==> src/rtl/mem_defines.svh <==
// Widths and timing of the memory stage.
// Misaligned accesses are not supported; the RAM uses only the low word-address bits.
`ifndef MEM_DEFINES_SVH
`define MEM_DEFINES_SVH

// ==============================
// datapath
// ==============================
`define MEM_XLEN        32
`define MEM_STRB_W      (`MEM_XLEN / 8)

// ==============================
// data ram
// ==============================
`define MEM_RAM_WORDS   256

// wait states seen by the requester, counted after SETUP
`define MEM_WAIT_W      4
`define MEM_RD_WAIT     2
`define MEM_WR_WAIT     1

`endif

==> src/rtl/mem_pkg.sv <==
// Types shared by the memory stage blocks.
`default_nettype none

package mem_pkg;

    typedef enum logic [3:0] {
        LSU_NONE,
        LSU_LB,
        LSU_LH,
        LSU_LW,
        LSU_LBU,
        LSU_LHU,
        LSU_SB,
        LSU_SH,
        LSU_SW
    } lsu_op_e;

    typedef enum logic [1:0] {
        APB_IDLE,
        APB_SETUP,
        APB_ACCESS
    } apb_state_e;

    function automatic logic lsu_is_load(input lsu_op_e op);
        return op inside {LSU_LB, LSU_LH, LSU_LW, LSU_LBU, LSU_LHU};
    endfunction

    function automatic logic lsu_is_store(input lsu_op_e op);
        return op inside {LSU_SB, LSU_SH, LSU_SW};
    endfunction

    function automatic logic lsu_is_mem(input lsu_op_e op);
        return lsu_is_load(op) || lsu_is_store(op);
    endfunction

endpackage

`default_nettype wire

==> src/rtl/mem_lsu_align.sv <==
// Byte-lane steering between the stage and the 32-bit data bus.
// Assumes naturally aligned accesses.
`timescale 1ns/1ps
`default_nettype none

`include "mem_defines.svh"

module mem_lsu_align import mem_pkg::*; (
    input  wire lsu_op_e               lsu_op,
    input  wire [1:0]                  addr_low,
    input  wire [`MEM_XLEN-1:0]        rs2_data,
    input  wire [`MEM_XLEN-1:0]        bus_rdata,
    output logic [`MEM_XLEN-1:0]       store_data,
    output logic [`MEM_STRB_W-1:0]     store_strb,
    output logic [`MEM_XLEN-1:0]       load_data
);

    logic [`MEM_XLEN-1:0] shifted;

    // ==============================
    // store side
    // ==============================
    always_comb begin
        store_data = rs2_data;
        store_strb = '0;
        case (lsu_op)
            LSU_SB: begin
                store_data = {4{rs2_data[7:0]}};
                store_strb = 4'b0001 << addr_low;
            end
            LSU_SH: begin
                store_data = {2{rs2_data[15:0]}};
                store_strb = addr_low[1] ? 4'b1100 : 4'b0011;
            end
            LSU_SW: begin
                store_strb = 4'b1111;
            end
            default: begin
                store_strb = '0;
            end
        endcase
    end

    // ==============================
    // load side
    // ==============================
    assign shifted = bus_rdata >> {addr_low, 3'b000};

    always_comb begin
        case (lsu_op)
            LSU_LB:  load_data = {{24{shifted[7]}}, shifted[7:0]};
            LSU_LH:  load_data = {{16{shifted[15]}}, shifted[15:0]};
            LSU_LW:  load_data = bus_rdata;
            LSU_LBU: load_data = {24'd0, shifted[7:0]};
            LSU_LHU: load_data = {16'd0, shifted[15:0]};
            default: load_data = '0;
        endcase
    end

endmodule

`default_nettype wire

==> config.mk <==
export PLATFORM = sky130hd
export DESIGN_NAME = mem_lsu_align
export DESIGN_NICKNAME = d
export VERILOG_FILES = /design/src/rtl/mem_pkg.sv /design/src/rtl/mem_lsu_align.sv
export VERILOG_INCLUDE_DIRS = /design/src /design/src/rtl
export SDC_FILE = /design/constraint.sdc
export NUM_CORES = 1
export LEC_CHECK = 0
export BUFFER_PORTS_ARGS = -buffer_cell sky130_fd_sc_hd__buf_4
export CORE_MARGIN = 5
export CORE_UTILIZATION = 30
export DETAILED_ROUTE_END_ITERATION = 8
export GPL_ROUTABILITY_DRIVEN = 0
export PLACE_DENSITY = 0.69
export SYNTH_ARGS = -nofsm -noshare
export SYNTH_HDL_FRONTEND = slang
export SYNTH_SLANG_ARGS = --single-unit
==> constraint.sdc <==
create_clock -name vclk -period 2
set_input_delay 0.4 -clock vclk [all_inputs]
set_output_delay 0.4 -clock vclk [all_outputs]
set_load 0.01 [all_outputs]
-- Yosys cells after proc, flatten, opt, wreduce, memory -nomap -nowiden
Cells that the tools add are included.
- equality and inequality tests: 8
- mux-type cells: 4
- shift operators: 2
- operator list (operator ; count):
    one-hot mux 32 bit (5 select lines) ; 1
    one-hot mux 32 bit (2 select lines) ; 1
    right shift 32 x 5 -> 16 bit ; 1
    == test 4 x 3 -> 1 bit, second input constant ; 4
    one-hot mux 4 bit (3 select lines) ; 1
    == test 4 x 2 -> 1 bit, second input constant ; 2
    == test 4 x 1 -> 1 bit, second input constant ; 1
    == test 4 bit, second input constant ; 1
    2-to-1 mux 4 bit ; 1
    left shift 1 x 2 -> 4 bit, first input constant ; 1
- input bits: 70
- register bits after elaboration: 0
- output and inout port bits: 68

-- Depth between registers and ports, before layout
- depth in word-level cells: 2
- depth in mapped cells: 6
- gate-level depth less buffers: 3

-- Worst setup path after synthesis
OpenSTA, ideal clock, no wires.
- path kind: input -> output
- start point: input addr_low[1]
- end point: output load_data[11]
- slack: 156 ps
- arrival time: 1444 ps
- required time: 1600 ps
- buffers on the path: 2
- stages: 5
- path through: buf_6 -> mux4_2 -> nand4b_4 -> buf_8 -> o211ai_1
- cells in the longest elaborated chain, start to end: 2
- RTL lines (item ; RTL line ; text):
    start, declared ; mem_lsu_align.sv:10 ; input wire [1:0] addr_low,
    right shift 32 x 5 -> 16 bit ; mem_lsu_align.sv:47 ; assign shifted = bus_rdata >> {addr_low, 3'b000};
    one-hot mux 32 bit (5 select lines) ; mem_lsu_align.sv:50 ; case (lsu_op)
    end, declared ; mem_lsu_align.sv:15 ; output logic [`MEM_XLEN-1:0] load_data
Every way passes these cells.

-- Final worst setup path
- start point: input bus_rdata[23]
- end point: output load_data[30]
- cells in the longest elaborated chain, start to end: 2
- RTL lines (item ; RTL line ; text):
    start, declared ; mem_lsu_align.sv:12 ; input wire [`MEM_XLEN-1:0] bus_rdata,
    right shift 32 x 5 -> 16 bit ; mem_lsu_align.sv:47 ;
    one-hot mux 32 bit (5 select lines) ; mem_lsu_align.sv:50 ;
Every way passes these cells.

==> flow_metrics.py <==
metrics = {
    "cells_and_area": {
        "diodes": 0,
        "fin_nets": 401,
        "seq_area_um2": 0,
        "layout_common_cells": "buf_4 (151), nand2_1 (57), o211ai_1 (23), mux2_2 (14), a22oi_1 (14)",
        "seq_cells": 0,
        "drive_gt1_share_pct": 60.2,
        "synthToLayoutAreaGrowth_pct": 96.4,
        "clockBufferCount": 0,
        "instances_no_fill": 381,
        "final_common_cell": "buf_4",
        "final_cell_area_um2": 2690,
    },
    "worst_hold_path": {
        "worstHoldPathType": "in -> out",
        "hold_path_startpoint": "rs2_data[3]",
    },
    "global_routing": {
        "first_global_vias": 2149,
        "grt_util_all_layers_pct": 19.6,
        "antenna_found_initial": 0,
        "grt_first_pass_wirelength_mm": 10.2,
        "grt_overflow_total": 0,
        "grt_start_max_net_pins": 26,
    },
    "synthesis": {
        "syn_area_per_cell_um2": 7.14,
        "yosys_warnings": 0,
        "synth_cells": 192,
        "synth_cell_types": 33,
        "syn_nets": 262,
        "netlist_area_um2": 1370,
        "synth-seq-area-share_pct": 0,
    },
    "floorplanning": {
        "die_w_um": 77.6,
        "floorplan.initialDensity_pct": 31.3,
        "dieArea_um2": 6020,
        "rows": 24,
        "die_height_um": 77.6,
        "design.core.area_um2": 4380,
        "pin_count": 138,
    },
    "setup_path": {
        "critPathMaxStageDelay_ns": 0.59,
        "arrival_ns": 1.59,
        "crit_top_cell": "buf_4",
        "cp_num_buf_inv": 2,
        "critPathLaunch": "bus_rdata[23]",
        "critPathRequiredTime_ns": 1.60,
        "end_kind": "primary output",
        "crit_fanout": 6,
        "critical_path_class": "in -> out",
        "start_kind": "input port",
        "cp_slowest_cell": "mux4_2",
        "crit_family": "multiplexers",
        "cp_cell_sequence": "buf_4, mux4_2, nand4b_4, o211ai_1, buf_4",
    },
    "detailed_routing": {
        "drc": 0,
        "vias": 2134,
        "drt-pass1-iter-count": 4,
        "wl_mm": 6.69,
        "wire_per_inst_um": 17.6,
        "initialDrtViolationCount": 56,
        "avgViaCountPerCell": 5.60,
        "ant_nets": 0,
    },
    "place": {
        "port_buffers": 138,
        "placed_cell_area_um2": 2480,
        "place_inst": 373,
        "hpwl_mm": 5.14,
        "pre_cts_ws_ns": -0.0658,
    },
    "sta": {
        "fin_crit_sh_pct": 99.4,
        "min_period_ns": 1.99,
        "slew_headroom_pct": 77.1,
        "layout_setup_ws_ns": 0.0111,
        "finalMaxSlewViolations": 0,
        "finalSetupViolations": 0,
        "grt_setup_unrepaired": "yes",
        "fin_tns_setup_ns": 0,
        "max_freq_mhz": 503,
        "hold_violations": 0,
        "tightestPinTransition_ns": 0.342,
    },
    "power_and_ir_drop": {
        "peakVddDrop_uv": 103,
        "p_leak_nw": 1.37,
        "p_per_area_nw_per_um2": 230,
        "total_power_uw": 619,
    },
    "cts": {
        "cts_hold_buffers": 0,
    },
    "status": {
        "status": "complete, no violations",
    },
    "flow_run": {
        "maxCapViolations": 0,
    },
}
through the flow:
step | hold WS, ns | utilization [%]
2_1_floorplan | 0.892 | -
3_3_place_gp | 0.998 | 56.6
3_5_place_dp | 0.997 | 56.6
4_1_cts | 0.997 | 58.8
5_1_grt | 1.00 | 61.4
6_report | 0.996 | 61.4
layer usage:
metal	GRT usage [%]	part of all wire, %	vias up
met5	0	0	-
met4	1.72	0.18	0
met3	6.48	12	2
met2	36.0	50	132
met1	22.8	38	995
li1	-	-	1005
cells in the mapped netlist:
cell type  number  area share, %
o22a_1          1           0.64
a22oi_1        14            7.7
clkbuf_1        5            1.4
buf_4          10            5.5
or4b_2          1           0.73
o21a_1          1           0.55
mux4_2          1            1.6
buf_8           2            2.2
buf_6           2            1.6
nand3b_1        3            1.6
a22o_1          8            5.1
o31ai_1         4            2.2
mux2i_1         8            5.8
nor3_2          1           0.73
nand4bb_1       1           0.82
or3b_1          1           0.64
mux2_2         15             12
nor4bb_1        2            1.5
a22oi_4         1            1.6
buf_2          11            4.0
nor2b_1         3            1.4
o211ai_2        1           0.91
nand4b_4        1            1.7
a21o_1          1           0.55
nor3_1          1           0.36
a2111oi_4       1            2.0
nand2_1        57             16
a2bb2oi_1       1           0.64
nor2_1          2           0.55
clkinv_1        1           0.27
o211ai_1       23             13
and4b_1         1           0.73
o2bb2ai_1       7            4.5
power by group:
group | switching [mW] | internal [mW] | leakage, nW | total, mW
sequential | 0 | 0 | 0 | 0
combinational | 0.275 | 0.344 | 1.37 | 0.619
clock | 0 | 0 | 0 | 0
total | 0.275 | 0.344 | 1.37 | 0.619
kinds of logic (layout without fill, tap and decap cells):
| kind of cell | count (synthesis) | count (layout) | share of synthesized area, % |
|---|---|---|---|
| buf+inv | 31 | 165 | 15.0 |
| simple gates | 74 | 77 | 26.4 |
| compound gates | 63 | 63 | 38.9 |
| mux | 24 | 24 | 19.8 |
area by class of cell:
cell class                      instances  area (um^2)
Timing Repair Buffer                  164         1310
Tap cell                               52         65.1
Multi-Input combinational cell        164         1310
Fill cell                             408         1690
Inverter                                1         7.51
final timing paths:
| path | end | slack (ns) | cells after the start |
|---|---|---|---|
| max | load_data[30] | 0.01 | 5 |
| min | store_data[3] | 1.0 | 2 |
timing repair:
action	4_1_cts	5_1_grt
endpoints found under the setup margin	27	36
setup buffers	4	0
pin swaps	4	12
gates resized for setup	10	18
gates cloned	1	3
Note: power is estimated with default switching activity, not from simulation.
