[config.mk]
export PLATFORM = sky130hd
export DESIGN_NAME = mem_apb_master
export DESIGN_NICKNAME = d
export VERILOG_FILES = /design/src/rtl/mem_pkg.sv /design/src/rtl/mem_apb_master.sv
export VERILOG_INCLUDE_DIRS = /design/src /design/src/rtl
export SDC_FILE = /design/constraint.sdc
export NUM_CORES = 1
export LEC_CHECK = 0
export BUFFER_PORTS_ARGS = -buffer_cell sky130_fd_sc_hd__buf_4
export CORE_ASPECT_RATIO = 1.25
export CORE_MARGIN = 2
export CORE_UTILIZATION = 37
export DETAILED_ROUTE_END_ITERATION = 6
export HOLD_SLACK_MARGIN = 0.1
export PLACE_DENSITY = 0.77
export SLEW_MARGIN = 20
export SYNTH_ARGS = -nofsm -noshare
export SYNTH_HDL_FRONTEND = slang
export SYNTH_SLANG_ARGS = --single-unit
[constraint.sdc]
create_clock -name clk -period 12.1 [get_ports clk]
set_input_delay 2.42 -clock clk [delete_from_list [all_inputs] [get_ports clk]]
set_output_delay 2.42 -clock clk [all_outputs]
set_load 0.02 [all_outputs]
[src/rtl/mem_defines.svh]
// Widths and timing of the memory stage.
// Misaligned accesses are not supported; the RAM uses only the low word-address bits.
`ifndef MEM_DEFINES_SVH
`define MEM_DEFINES_SVH

// ==============================
// datapath
// ==============================
`define MEM_XLEN        32
`define MEM_STRB_W      (`MEM_XLEN / 8)

// ==============================
// data ram
// ==============================
`define MEM_RAM_WORDS   256

// wait states seen by the requester, counted after SETUP
`define MEM_WAIT_W      4
`define MEM_RD_WAIT     2
`define MEM_WR_WAIT     1

`endif

[src/rtl/mem_pkg.sv]
// Types shared by the memory stage blocks.
`default_nettype none

package mem_pkg;

    typedef enum logic [3:0] {
        LSU_NONE,
        LSU_LB,
        LSU_LH,
        LSU_LW,
        LSU_LBU,
        LSU_LHU,
        LSU_SB,
        LSU_SH,
        LSU_SW
    } lsu_op_e;

    typedef enum logic [1:0] {
        APB_IDLE,
        APB_SETUP,
        APB_ACCESS
    } apb_state_e;

    function automatic logic lsu_is_load(input lsu_op_e op);
        return op inside {LSU_LB, LSU_LH, LSU_LW, LSU_LBU, LSU_LHU};
    endfunction

    function automatic logic lsu_is_store(input lsu_op_e op);
        return op inside {LSU_SB, LSU_SH, LSU_SW};
    endfunction

    function automatic logic lsu_is_mem(input lsu_op_e op);
        return lsu_is_load(op) || lsu_is_store(op);
    endfunction

endpackage

`default_nettype wire

[src/rtl/mem_apb_master.sv]
// APB requester for the memory stage, one transfer per stage memory op.
// The stage inputs must stay stable while busy is high.
`timescale 1ns/1ps
`default_nettype none

`include "mem_defines.svh"

module mem_apb_master import mem_pkg::*; (
    input  wire                        clk,
    input  wire                        reset,
    input  wire                        mem_valid,
    input  wire lsu_op_e               lsu_op,
    input  wire [`MEM_XLEN-1:0]        alu_out,
    input  wire [`MEM_XLEN-1:0]        store_data,
    input  wire [`MEM_STRB_W-1:0]      store_strb,
    input  wire [`MEM_XLEN-1:0]        prdata,
    input  wire                        pready,
    output logic                       psel,
    output logic                       penable,
    output logic                       pwrite,
    output logic [`MEM_XLEN-1:0]       paddr,
    output logic [`MEM_XLEN-1:0]       pwdata,
    output logic [`MEM_STRB_W-1:0]     pstrb,
    output logic [`MEM_XLEN-1:0]       rdata,
    output logic                       access_done,
    output logic                       busy
);

    apb_state_e state;
    apb_state_e state_next;
    logic       req;

    assign req = mem_valid && lsu_is_mem(lsu_op);

    // ==============================
    // state machine
    // ==============================
    always_comb begin
        state_next = state;
        case (state)
            APB_IDLE:   if (req) state_next = APB_SETUP;
            APB_SETUP:  state_next = APB_ACCESS;
            APB_ACCESS: if (pready) state_next = APB_IDLE;
            default:    state_next = APB_IDLE;
        endcase
    end

    always_ff @(posedge clk) begin
        if (reset) begin
            state <= APB_IDLE;
        end else begin
            state <= state_next;
        end
    end

    // request captured on the way into SETUP, held through ACCESS
    always_ff @(posedge clk) begin
        if (state == APB_IDLE && req) begin
            paddr  <= alu_out;
            pwdata <= store_data;
            pstrb  <= store_strb;
            pwrite <= lsu_is_store(lsu_op);
        end
    end

    assign psel    = (state != APB_IDLE);
    assign penable = (state == APB_ACCESS);

    assign access_done = (state == APB_ACCESS) && pready;
    assign rdata       = prdata;

    // high from the first cycle of the op up to, not including, completion
    assign busy = req && !access_done;

endmodule

`default_nettype wire

# After elaboration in Yosys (flattened, before gate mapping)
# Cells that the tools add are included.
# classes
n_eq_ne	12
n_mux	3
n_reduce_logical	11
# ops
op	n
$eq A4 B3 Y1 const B	4
$eq A4 B2 Y1 const B	2
$pmux W2 S3	1
$reduce_bool A5 Y1	1
$eq A4 B1 Y1 const B	1
$eq A4 B4 Y1 const B	1
$logic_and A1 B1 Y1	4
$mux W2	2
$ne A2 B2 Y1 const B	2
$reduce_bool A3 Y1	1
$eq A2 B1 Y1 const B	1
$eq A2 B2 Y1 const B	1
$logic_not A2 Y1	1
$reduce_and A2 Y1	1
$reduce_bool A2 Y1	1
$logic_not A1 Y1	1
$logic_or A1 B1 Y1	1
# word_totals
elab_cells	31
out_inout_bits	105
regBits	71
in_bits	108

# Logic depth before layout (Yosys ltp)
# depth
ltp_word	6
mapped_depth	2
depth_no_buf	2

# Least setup slack after synthesis
# Ideal clock, no wire load.
# synth_timing
path_type	in2reg
startpoint	input lsu_op[1]
endpoint	register paddr[0], enable pin
arrival_ns	9.278
cell_stages	2
n_path_buf	0
path_slack_ns	2.156
path_cell_list	o31a_1 > nor4_1
# synth_via
elab_chain_cells	5
# synth_lines
item	line	text
from (decl)	mem_apb_master.sv:12	input wire lsu_op_e lsu_op,
$eq A4 B1 Y1, or another cell as far along	mem_pkg.sv:25	return op inside {LSU_LB, LSU_LH, LSU_LW, LSU_LBU, LSU_LHU};
$reduce_bool A5 Y1 or $reduce_bool A3 Y1 (tied branches)	mem_pkg.sv:25, mem_pkg.sv:29	
$logic_or A1 B1 Y1 *	mem_pkg.sv:33	return lsu_is_load(op) || lsu_is_store(op);
$logic_and A1 B1 Y1 *	mem_apb_master.sv:33	assign req = mem_valid && lsu_is_mem(lsu_op);
$logic_and A1 B1 Y1 *	mem_apb_master.sv:58	if (state == APB_IDLE && req) begin
to (signal assigned)	mem_apb_master.sv:59	paddr <= alu_out;
to (decl)	mem_apb_master.sv:21	output logic [`MEM_XLEN-1:0] paddr,
# Every way passes the cells marked *; elsewhere a longest branch is shown, timed or not.
# A chain may end at the register's enable or synchronous reset.

# Worst setup path in the final report
# layout_timing
startpoint	input lsu_op[1]
endpoint	output busy
# layout_via
elab_chain_cells	5
# layout_lines
item	line	text
$eq A4 B1 Y1, or another cell as far along	mem_pkg.sv:25	
$reduce_bool A5 Y1 or $reduce_bool A3 Y1 (tied branches)	mem_pkg.sv:25, mem_pkg.sv:29	
$logic_or A1 B1 Y1 *	mem_pkg.sv:33	
$logic_and A1 B1 Y1 *	mem_apb_master.sv:33	
$logic_and A1 B1 Y1 *	mem_apb_master.sv:73	assign busy = req && !access_done;
to (decl)	mem_apb_master.sv:26	output logic busy
# Marks and branches as above.

==> summary.txt <==
Diodes inserted: 0
Post-route DRC: 0
Final worst slack: 6.30 ns
Skew final: 0.00530 ns
Largest net degree at the start of global routing: 70
Worst Tran Pin Value: 0.857 ns
Port bufs: 148
Hpwl dp: 3910 microns
Peak supply drop: 0.0568 mV
Io pins: 213
Row count: 33
Routability cong.: 0.684
Clock Latency Late Sink: 0.32 ns
Post-cts sizing count: 0
Sequential area share after synthesis: 86.0%
GRT Total Usage: 13.9%
Tcrit/Tclk final: 47.9%
Total clock sinks: 71
Max clock buf depth: 2
P_leak: 1.51 nW
Dpl ws: 6.29 ns
Pwr Total: 0.528 mW
Die ar.: 7310 sq um
Met2 Routed Length: 2810 microns
Average wire per standard cell: 15.5 microns
Initial Util: 37.9%
Min Tclk post-route: 5.80 ns
R2r startpoint: state[1]
CP required: 9.68 ns
RSZ-0062 raised after global routing: no
Fill cells: 529
Vias in the first global route: 1513
GRT overflow: 0
Worst-path clk slew: 0.07 ns
Die Ht: 95.1 microns
DIE WIDTH: 76.9 microns
Routed WL: 5250 microns
Most frequent cells in the layout: buf_4, edfxtp_1, clkbuf_8, nor4_1, clkinvlp_4
Hold_buf cts: 0
Kind of start point of the critical path: input port
Slew headroom: 42.9%
Syn_area_per_cell: 20.6 sq um
CTS buffer count: 9
Crit-path max FO: 4
Routed metal-1 wirelength: 1700 microns
Fin. Hold Viols: 0
Core Footprint: 6480 sq um
Vias per inst: 4.40
Hold depth: 2
Hold path startpoint: state[0]
Flop-to-flop setup slack: 10.15 ns
Via count: 1487
# setup viols final: 0
Clk root buf: clkbuf_8
Crit end category: output pin
Commonest non-fill, non-tap cell in the layout: buf_4
Mapped Cells: 119
Number of max-cap violations: 0
End of the worst register-to-register path: pwdata[31]
Pwr Density: 145 nW/um^2
Share of layout cells above drive strength 1: 65.7%
WHS Endpoint: state[1]
Met3 routed WL: 529 microns
First-pass DRT Iterations: 4
First-pass GRT wire length: 7470 microns
Reg2reg path depth: 3
Status: finished, final reports clean
Detailed Route Iter0 Violations: 49
Area Growth Syn to Fin: 48.0%
Nets: 355
Fin Setup TNS: 0 ns
CTS H-tree lvls: 3
Highest routed layer: met4
WP data arrival: 3.38 ns
CTS tree: done
Initial antenna violation count: 0
Fin Hold WS: 0.519 ns
Syn nets: 227
Slew Limit Fails: 0
Final ANT Viol Nets: 0
F_max: 172 MHz
Ys Warns: 0
Fin area: 3640 sq um
Distinct cells, synth: 16
Post-CTS setup repair buffer count: 0
Mapped Area: 2460 sq um
Placed cell area: 3450 sq um
#FFs+latches synth: 71
Critical path type: input port to output pin
HP Class: flip-flop to flip-flop
-- how the worst max path moves through the flow --
| stage | slack, ns | to | start | depth (start not counted) |
|---|---|---|---|---|
| 2_1_floorplan | 2.16 | paddr[0] | lsu_op[1] | 2 |
| 3_5_place_dp | 6.29 | busy | lsu_op[1] | 4 |
| 4_1_cts | 6.29 | busy | lsu_op[1] | 4 |
| 3_3_place_gp | 6.27 | busy | lsu_op[1] | 4 |
| 5_1_grt | 6.23 | busy | lsu_op[1] | 4 |
| 6_report | 6.30 | busy | lsu_op[1] | 4 |
-- cell type report --
class | instances | area, sq um | share of cell area, %
Multi-Input combinational cell | 15 | 106 | 2.92
Inverter | 1 | 3.75 | 0.103
Tap cell | 87 | 109 | 2.99
Sequential cell | 71 | 2110 | 58.1
Timing Repair Buffer | 149 | 1120 | 30.8
Clock buffer | 9 | 124 | 3.41
Clock inverter | 6 | 62.6 | 1.72
-- cells by family (layout without fill, tap and decap cells) --
group	after synthesis	count (layout)	synth area share [%]
AO/OA/AOI/OAI	3	3	0.764
AND/OR/NAND/NOR	12	12	3.31
flip-flops	71	71	86.0
buffers and inverters	33	165	9.93
-- layer usage --
metal | up-vias | global-route usage (%)
met2 | 107 | 24.4
li1 | 671 | -
met4 | 0 | 10.9
met1 | 681 | 13.6
met5 | - | 0
met3 | 28 | 4.26
-- cell usage after synthesis --
master	instances	area, sq um
edfxtp_1	69	2070
buf_4	32	240
nor4_1	4	25.0
dfxtp_1	2	40.0
a21oi_1	1	5.00
and3b_1	1	8.76
inv_1	1	3.75
nand2_1	1	3.75
nand2b_1	1	6.26
nor2b_1	1	6.26
o21ai_0	1	5.00
o31a_1	1	8.76
or2_1	1	6.26
or3_1	1	6.26
or3b_1	1	8.76
or4b_1	1	10.0
-- stage by stage --
stage	cells	util, %
floorplan	119	-
detailed placement	323	53.2
CTS	338	56.1
finish	338	56.1
global route	338	56.1
global placement	323	53.2
-- flip-flops by register name (all words and copies together) (netlist names) --
| register | cells |
|---|---|
| paddr | 32 |
| pstrb | 4 |
| pwdata | 32 |
| pwrite | 1 |
| state | 2 |
-- worst max-delay path, cell delays in order --
cell	delay (ns)
buf_4	0.12
o31a_1	0.33
nor4_1	0.31
buf_4	0.20
-- power by group --
group	switching (mW)	total [mW]	internal (mW)
clock	0.0827	0.176	0.0932
sequential	0.00347	0.289	0.286
combinational	0.0314	0.0625	0.0311
total	0.118	0.528	0.410
Power figures use the tool's default switching activity.
