--- config.mk ---
export PLATFORM = sky130hd
export DESIGN_NAME = mem_forward_unit
export DESIGN_NICKNAME = d
export VERILOG_FILES = /design/src/rtl/mem_pkg.sv /design/src/rtl/mem_forward_unit.sv
export VERILOG_INCLUDE_DIRS = /design/src /design/src/rtl
export SDC_FILE = /design/constraint.sdc
export NUM_CORES = 1
export LEC_CHECK = 0
export BUFFER_PORTS_ARGS = -buffer_cell sky130_fd_sc_hd__buf_4
export CORE_MARGIN = 2
export CORE_UTILIZATION = 40
export DETAILED_ROUTE_END_ITERATION = 8
export PLACE_DENSITY = 0.76
export SETUP_SLACK_MARGIN = 0.5
export SLEW_MARGIN = 20
export SYNTH_ARGS = -nofsm -noshare
export SYNTH_HDL_FRONTEND = slang
export SYNTH_SLANG_ARGS = --single-unit
export TNS_END_PERCENT = 50
--- constraint.sdc ---
create_clock -name vclk -period 2.23
set_input_delay 0.223 -clock vclk [all_inputs]
set_output_delay 0.223 -clock vclk [all_outputs]
set_load 0.02 [all_outputs]
--- src/rtl/mem_defines.svh ---
// Widths and timing of the memory stage.
// Misaligned accesses are not supported; the RAM uses only the low word-address bits.
`ifndef MEM_DEFINES_SVH
`define MEM_DEFINES_SVH

// ==============================
// datapath
// ==============================
`define MEM_XLEN        32
`define MEM_STRB_W      (`MEM_XLEN / 8)

// ==============================
// data ram
// ==============================
`define MEM_RAM_WORDS   256

// wait states seen by the requester, counted after SETUP
`define MEM_WAIT_W      4
`define MEM_RD_WAIT     2
`define MEM_WR_WAIT     1

`endif

--- src/rtl/mem_pkg.sv ---
// Types shared by the memory stage blocks.
`default_nettype none

package mem_pkg;

    typedef enum logic [3:0] {
        LSU_NONE,
        LSU_LB,
        LSU_LH,
        LSU_LW,
        LSU_LBU,
        LSU_LHU,
        LSU_SB,
        LSU_SH,
        LSU_SW
    } lsu_op_e;

    typedef enum logic [1:0] {
        APB_IDLE,
        APB_SETUP,
        APB_ACCESS
    } apb_state_e;

    function automatic logic lsu_is_load(input lsu_op_e op);
        return op inside {LSU_LB, LSU_LH, LSU_LW, LSU_LBU, LSU_LHU};
    endfunction

    function automatic logic lsu_is_store(input lsu_op_e op);
        return op inside {LSU_SB, LSU_SH, LSU_SW};
    endfunction

    function automatic logic lsu_is_mem(input lsu_op_e op);
        return lsu_is_load(op) || lsu_is_store(op);
    endfunction

endpackage

`default_nettype wire

--- src/rtl/mem_forward_unit.sv ---
// Operand bypass from MEM and WB, plus stall and flush for the pipeline.
// A load in MEM forwards only on its done cycle.
`timescale 1ns/1ps
`default_nettype none

`include "mem_defines.svh"

module mem_forward_unit import mem_pkg::*; (
    input  wire                        if_valid,
    input  wire                        mem_valid,
    input  wire lsu_op_e               lsu_op,
    input  wire [4:0]                  rd,
    input  wire                        write_gpr,
    input  wire [`MEM_XLEN-1:0]        stage_result,
    input  wire                        access_done,
    input  wire                        busy,
    input  wire [4:0]                  id_rs1,
    input  wire [4:0]                  id_rs2,
    input  wire [4:0]                  ex_rs1,
    input  wire [4:0]                  ex_rs2,
    input  wire [4:0]                  wb_rd,
    input  wire                        wb_write_gpr,
    input  wire [`MEM_XLEN-1:0]        wb_data,
    output logic [`MEM_XLEN-1:0]       fwd_ex_rs1_data,
    output logic                       fwd_ex_rs1_hit,
    output logic [`MEM_XLEN-1:0]       fwd_ex_rs2_data,
    output logic                       fwd_ex_rs2_hit,
    output logic [`MEM_XLEN-1:0]       fwd_id_rs1_data,
    output logic                       fwd_id_rs1_hit,
    output logic [`MEM_XLEN-1:0]       fwd_id_rs2_data,
    output logic                       fwd_id_rs2_hit,
    output logic                       stall_if,
    output logic                       stall_id,
    output logic                       stall_ex,
    output logic                       stall_mem,
    output logic                       flush_wb
);

    logic [4:0]           rs_sel [4];
    logic [`MEM_XLEN-1:0] fwd_data [4];
    logic [3:0]           mem_hit;
    logic [3:0]           wb_hit;
    logic                 mem_ready;

    // 0 id_rs1, 1 id_rs2, 2 ex_rs1, 3 ex_rs2
    assign rs_sel[0] = id_rs1;
    assign rs_sel[1] = id_rs2;
    assign rs_sel[2] = ex_rs1;
    assign rs_sel[3] = ex_rs2;

    // load result exists only once the bus returns it
    assign mem_ready = mem_valid && write_gpr && (!lsu_is_load(lsu_op) || access_done);

    // ==============================
    // per-operand priority
    // ==============================
    for (genvar i = 0; i < 4; i++) begin : g_operand
        assign mem_hit[i] = (rs_sel[i] != 5'd0) && mem_ready && (rd == rs_sel[i]);
        assign wb_hit[i]  = (rs_sel[i] != 5'd0) && !mem_hit[i] && wb_write_gpr &&
                            (wb_rd == rs_sel[i]);
        assign fwd_data[i] = mem_hit[i] ? stage_result :
                             wb_hit[i]  ? wb_data : '0;
    end

    assign fwd_id_rs1_data = fwd_data[0];
    assign fwd_id_rs1_hit  = mem_hit[0] | wb_hit[0];
    assign fwd_id_rs2_data = fwd_data[1];
    assign fwd_id_rs2_hit  = mem_hit[1] | wb_hit[1];
    assign fwd_ex_rs1_data = fwd_data[2];
    assign fwd_ex_rs1_hit  = mem_hit[2] | wb_hit[2];
    assign fwd_ex_rs2_data = fwd_data[3];
    assign fwd_ex_rs2_hit  = mem_hit[3] | wb_hit[3];

    // ==============================
    // stall and flush
    // ==============================
    assign stall_if  = busy && if_valid;
    assign stall_id  = busy;
    assign stall_ex  = busy;
    assign stall_mem = busy;

    // write-back takes a bubble while MEM is held
    assign flush_wb = busy;

endmodule

`default_nettype wire

# After elaboration in Yosys (flattened, before gate mapping)
# Cells that the tools add are included.
# Widths: inputs -> output; s select.
# op_classes
bitwise	4
n_mux	8
n_eq_ne	13
n_reduce_logical	34
# ops
cell	count
$mux 32	8
$eq 5x5->1	8
$reduce_bool 5->1	5
$logic_and 1x1->1	23
$eq 4x2->1 const B	2
$eq 4x3->1 const B	2
$logic_not 1->1	5
$eq 4x1->1 const B	1
$or 1x1->1	4
$logic_or 1x1->1	1
# totals
output_inout_bits	137
input_bits	104
word_cells	59
register_bits	0

# Depth between registers and ports, before layout
# Gate-level depths: netlist of the first run.
# logic_depth
word_depth	13
depth_mapped	6

# Worst setup path before layout of the first run
# Ideal clock, no wire load.
# synth_timing
path_kind	input port to output port
start	in rd[4]
end	out fwd_ex_rs1_data[10]
path_slack_ns	0.382
required_time_ns	2.007
cell_stages	6
t_arrival_ns	1.625
cell_sequence	clkbuf_1 xnor2_1 nand3_1 nor3_4 buf_12 mux2_4
# synth_via
elab_chain_len	8
# synth_rtl
element	line_no	source
from (decl)	mem_forward_unit.sv:12	input wire [4:0] rd,
$eq 5x5->1 (*)	mem_forward_unit.sv:58	assign mem_hit[i] = (rs_sel[i] != 5'd0) && mem_ready && (rd == rs_sel[i]);
$logic_and 1x1->1 (*)	mem_forward_unit.sv:58	
$logic_not 1->1	mem_forward_unit.sv:59	assign wb_hit[i] = (rs_sel[i] != 5'd0) && !mem_hit[i] && wb_write_gpr &&
$logic_and 1x1->1 (3 in series)	mem_forward_unit.sv:59	
$mux 32	mem_forward_unit.sv:62	wb_hit[i] ? wb_data : '0;
$mux 32 (*)	mem_forward_unit.sv:61	assign fwd_data[i] = mem_hit[i] ? stage_result :
to (decl)	mem_forward_unit.sv:24	output logic [`MEM_XLEN-1:0] fwd_ex_rs1_data,
# Mark *: on every way between the ends. The rest lies on a longest branch, timed or not.

# Worst setup path in the final report of the first run
# layout_timing
start	in id_rs1[1]
end	out fwd_id_rs1_data[31]
# layout_via
elab_chain_len	9
# layout_rtl
element	line_no	source
from (decl)	mem_forward_unit.sv:17	input wire [4:0] id_rs1,
$reduce_bool 5->1	mem_forward_unit.sv:58, mem_forward_unit.sv:59	
$logic_and 1x1->1 (2 in series)	mem_forward_unit.sv:58	
$logic_not 1->1	mem_forward_unit.sv:59	
$logic_and 1x1->1 (3 in series)	mem_forward_unit.sv:59	
$mux 32	mem_forward_unit.sv:62	
$mux 32 (*)	mem_forward_unit.sv:61	
to (decl)	mem_forward_unit.sv:28	output logic [`MEM_XLEN-1:0] fwd_id_rs1_data,
# Marked as above.

==> run_results.csv, run 1 <==
group,metric,value,unit
critical_path,cp_max_fo,8,
sta,tightestPinTransition,0.631,ns
detailed_routing,drt-initial-drc-count,138,
layout,stdcell_count,763,
layout,drive_gt1_share,68.5,%
sta,hold_violations,0,
critical_path,critPathKind,"primary input to output pin",
detailed_routing,routed_via_density,5.50,
global_route,grtUsageTotal,24.6,%
sta,rsz0062_at_grt,"true",
layout,fin_util,66.3,%
global_route,antenna_found_initial,0,
power_and_ir_drop,p_leak,2.79,nW
critical_path,required,2.01,ns
sta,final_max_slew_viol_count,0,
floorplanning,ios,241,
power_and_ir_drop,powerDensity,154,nW/um^2
sta,tns,0,ns
floorplanning,dieArea,10400,um^2
logic_synthesis,yosys.cell_types.count,19,
floorplanning,rows,35,
layout,clockBufferCount,0,
critical_path,cp_cell_sequence,"buf_8 > or4_4 > o211ai_4 > buf_12 > buf_12 > nor3_1 > mux2_2 > buf_4",
layout,area_growth,60.3,%
critical_path,cp_top_family,"simple AND/OR/NAND/NOR gates",
detailed_routing,ant_nets,0,
sta,setup_viol,0,
critical_path,cp-start-kind,"primary input",
layout,regArea,0,um^2
sta,relSlewSlack,58.0,%
critical_path,path_buf_inv,4,
sta,fmaxAchievable,467,MHz
sta,period_needed,2.14,ns
critical_path,arrival,1.92,ns
layout,diodes,0,
placed_design,gp_congestion,0.846,
floorplanning,die_w,102,um
global_route,grt_start_max_net_pins,37,
logic_synthesis,netlist_area,3840,um^2
logic_synthesis,syn_nets,522,
detailed_routing,vias,4193,
detailed_routing,drc,0,
min_path,worstHoldPathType,"primary input to output pin",
global_route,grt_overflow,0,
layout,final_nets,740,
placed_design,hpwlAfterDp,10300,um
global_route,grt_pass1_wl,20900,um
global_route,grt_pass1_vias,4177,
critical_path,worst_path_largest_cell_delay,0.55,ns
layout,layout_commonest_cell,"buf_4",
critical_path,cpMaxStageDelayCell,"or4_4",
outcome,outcome,"completed",
job,maxCapViolCount,0,
layout,nFlopsAndLatches,0,
sta,fin_crit_sh,96.0,%
critical_path,endpoint_kind,"output pin",
detailed_routing,avgRoutedWirePerCell,19.2,um
floorplanning,dieHeight,102,um
placed_design,port_buffers,241,
clock_network,cts_hold_buf,0,
logic_synthesis,ys_seq_area_share,0,%
logic_synthesis,synth_area_per_cell,9.19,um^2
sta,holdWs,0.693,ns
logic_synthesis,postSynthCellCount,418,
floorplanning,initial_core_util,41.4,%
detailed_routing,first_pass_iters,4,
power_and_ir_drop,peakVddDrop,168,uV
layout,mostFrequentLayoutCells,"219 x buf_4, 118 x mux2_4, 113 x nor3_1",
power_and_ir_drop,power,0.000947,W
logic_synthesis,yosysWarnings,0,
critical_path,cp_common_cell,"buf_12",
placed_design,dpl.cell_count,753,
floorplanning,coreArea,9280,um^2
detailed_routing,routed_wl,14700,um
==> per-layer routing <==
| layer | global-route usage [%] | vias up | wire, um |
|---|---|---|---|
| met5 | 0 | - | 0 |
| met3 | 1.71 | 10 | 1000 |
| li1 | - | 1960 | - |
| met1 | 30.4 | 2001 | 6030 |
| met2 | 46.3 | 222 | 7530 |
| met4 | 5.44 | 0 | 104 |
==> Yosys cell counts <==
| cell | count | area, um^2 |
|---|---|---|
| nor3_1 | 128 | 641 |
| mux2_4 | 116 | 1740 |
| xnor2_1 | 40 | 350 |
| nand2_1 | 32 | 120 |
| clkbuf_1 | 26 | 97.6 |
| buf_6 | 15 | 169 |
| mux2_2 | 12 | 135 |
| buf_12 | 9 | 180 |
| nand3_1 | 8 | 40.0 |
| o211ai_4 | 5 | 106 |
| a21o_1 | 4 | 30.0 |
| buf_4 | 4 | 30.0 |
| nor2_1 | 4 | 15.0 |
| nor3_4 | 4 | 65.1 |
| o211ai_2 | 4 | 50.1 |
| or4_4 | 4 | 45.0 |
| a211o_1 | 1 | 8.76 |
| and2_1 | 1 | 6.26 |
| nor3_2 | 1 | 10.0 |
==> final timing paths <==
kind / start / to / slack [ns] / cells past startpoint
worst max-delay path: id_rs1[1] / fwd_id_rs1_data[31] / 0.09 / 8
worst min-delay path: busy / stall_mem / 0.69 / 2
==> timing repair <==
item	CTS	global route
buffers inserted	0	5
endpoints found under the setup margin	132	132
resized for setup	3	60
pin swaps	0	13
cloned	0	5
==> report_power, final <==
part	total (W)	switching [W]	internal, W	leakage [nW]
sequential	0	0	0	0
combinational	0.000947	0.000509	0.000438	2.79
clock	0	0	0	0
==> cells by family after synthesis <==
family / synth area share, %
mux: 48.9
compound gates: 5.08
simple gates: 24.5
buf+inv: 12.4
xor+xnor: 9.12
==> through the flow <==
step	setup slack (ns)	area [um^2]
6_report	0.0901	6160
4_1_cts	0.115	5690
3_3_place_gp	0.112	5680
5_1_grt	0.0532	6160
3_5_place_dp	0.115	5680
2_1_floorplan	0.435	3870
==> cell type report <==
class                      instances  area (um^2)
timing repair buffer             270         2440
fill                             739         3130
multi-input combinational        364         3560
tap                              129          161
Power figures use the tool's default switching activity.
==> inputs of run 2 (changes only) <==
--- a/config.mk
+++ b/config.mk
@@ -7,10 +7,13 @@
 export NUM_CORES = 1
 export LEC_CHECK = 0
 export BUFFER_PORTS_ARGS = -buffer_cell sky130_fd_sc_hd__buf_4
+export CELL_PAD_IN_SITES_DETAIL_PLACEMENT = 0
+export CELL_PAD_IN_SITES_GLOBAL_PLACEMENT = 1
 export CORE_MARGIN = 2
-export CORE_UTILIZATION = 40
+export CORE_UTILIZATION = 32
 export DETAILED_ROUTE_END_ITERATION = 8
-export PLACE_DENSITY = 0.76
+export GPL_ROUTABILITY_DRIVEN = 0
+export PLACE_DENSITY_LB_ADDON = 0.1
 export SETUP_SLACK_MARGIN = 0.5
 export SLEW_MARGIN = 20
 export SYNTH_ARGS = -nofsm -noshare
==> run 2 against run 1 <==
Compared with the run above: clock-buffer cell count did not move; flip-flop and latch count did not move; first-iteration DRC count is 59% higher; fmax decreased by 0.43%; power rose by 7.7%; worst setup slack lost 0.0092 ns; non-clock buffer count rose by 3; global-route usage down 3.3 points.
==> run_results.csv, run 2 (synthesized netlist as in run 1, its figures left out) <==
group,metric,value,unit
outcome,outcome,"completed",
layout,layout_commonest_cell,"buf_4",
placed_design,place_area,5710,um^2
critical_path,path_buf_inv,4,
layout,stdcell_count,784,
floorplanning,ios,241,
layout,design_area,6510,um^2
critical_path,endpoint_kind,"output pin",
global_route,busiest_layer,"met2",
critical_path,cp_cell_sequence,"buf_8 > or4_4 > o211ai_4 > buf_12 > clkbuf_16 > nor3_1 > mux2_4 > buf_6",
floorplanning,dieHeight,114,um
sta,fmaxAchievable,465,MHz
floorplanning,initial_core_util,32.4,%
critical_path,required,2.01,ns
power_and_ir_drop,peakVddDrop,150,uV
min_path,holdPathEnd,"stall_mem",
global_route,grtUsageTotal,21.3,%
critical_path,cp-start-kind,"primary input",
global_route,grt_start_max_net_pins,37,
critical_path,cp_top_family,"simple AND/OR/NAND/NOR gates",
layout,nFlopsAndLatches,0,
floorplanning,coreArea,11900,um^2
placed_design,dpl.cell_count,773,
global_route,grt_pass1_vias,4147,
layout,mostFrequentLayoutCells,"200 x buf_4, 121 x mux2_4, 90 x nor3_1",
min_path,whs_path_depth,2,
sta,setup_viol,0,
sta,rsz0062_at_grt,"true",
global_route,use_met2,42.9,%
sta,tightestPinTransition,0.479,ns
floorplanning,dieArea,12900,um^2
sta,fin_crit_sh,96.4,%
detailed_routing,first_pass_iters,4,
sta,hold_violations,0,
detailed_routing,ant_nets,0,
global_route,use_met3,1.54,%
critical_path,arrival,1.93,ns
layout,clockBufferCount,0,
placed_design,port_buffers,241,
critical_path,cpMaxStageDelayCell,"or4_4",
detailed_routing,vias,4150,
min_path,holdCritStartpoint,"busy",
detailed_routing,avgRoutedWirePerCell,19.8,um
layout,final_nets,743,
critical_path,critPathKind,"primary input to output pin",
critical_path,worst_path_largest_cell_delay,0.56,ns
layout,diodes,0,
placed_design,hpwlAfterDp,10700,um
critical_path,cp_max_fo,7,
detailed_routing,drt-initial-drc-count,219,
global_route,antenna_found_initial,0,
sta,tns,0,ns
sta,period_needed,2.15,ns
global_route,grt_pass1_wl,22300,um
detailed_routing,routed_wl,15500,um
power_and_ir_drop,powerDensity,157,nW/um^2
power_and_ir_drop,p_leak,2.96,nW
min_path,worstHoldPathType,"primary input to output pin",
job,maxCapViolCount,0,
sta,holdWs,0.692,ns
clock_network,cts_hold_buf,0,
sta,relSlewSlack,68.1,%
layout,area_growth,69.4,%
detailed_routing,routed_via_density,5.29,
global_route,met1_usage,24.7,%
floorplanning,die_w,114,um
sta,final_max_slew_viol_count,0,
layout,regArea,0,um^2
global_route,grt_overflow,0,
floorplanning,rows,40,
layout,fill_cells,1084,
detailed_routing,drc,0,
layout,drive_gt1_share,72.2,%
run 2: how the worst max path moves through the flow:
stage	endpoint	startpoint	cells past startpoint
floorplan	fwd_ex_rs1_data[10]	ex_rs1[1]	5
global placement	fwd_ex_rs1_data[12]	ex_rs1[1]	7
detailed placement	fwd_ex_rs2_data[6]	ex_rs2[1]	7
CTS	fwd_ex_rs2_data[6]	ex_rs2[1]	7
global route	fwd_ex_rs1_data[20]	ex_rs1[4]	8
finish	fwd_ex_rs1_data[20]	ex_rs1[4]	8
run 2: routing by layer:
metal,routed length (um),vias up
met4,252,0
met1,6140,2004
met2,8310,170
met3,805,16
met5,0,-
li1,-,1960
run 2: power breakdown:
group | internal, W | switching [W]
clock network | 0 | 0
logic | 0.000462 | 0.000558
registers | 0 | 0
total | 0.000462 | 0.000558
run 2: timing repair:
item | 4_1_cts | 5_1_grt
cloned | 0 | 7
gates resized for setup | 1 | 123
buffers inserted | 0 | 4
endpoints found under the setup margin | 132 | 132
pin swaps | 0 | 36
run 2: cell type report:
cell class / instances / area, um^2 / share of cell area [%]
multi-input combinational: 364 / 3780 / 58.1
tap: 147 / 184 / 2.83
timing repair buffer: 273 / 2540 / 39.1
run 2: metrics by stage:
step	power (W)	util (%)	worst slack [ns]
6_report	0.00102	54.9	0.0810
5_1_grt	0.00108	54.9	0.0429
4_1_cts	0.000840	48.2	0.102
3_5_place_dp	0.000835	48.2	0.0997
3_3_place_gp	0.000829	48.2	0.0967
2_1_floorplan	0.000468	-	0.435
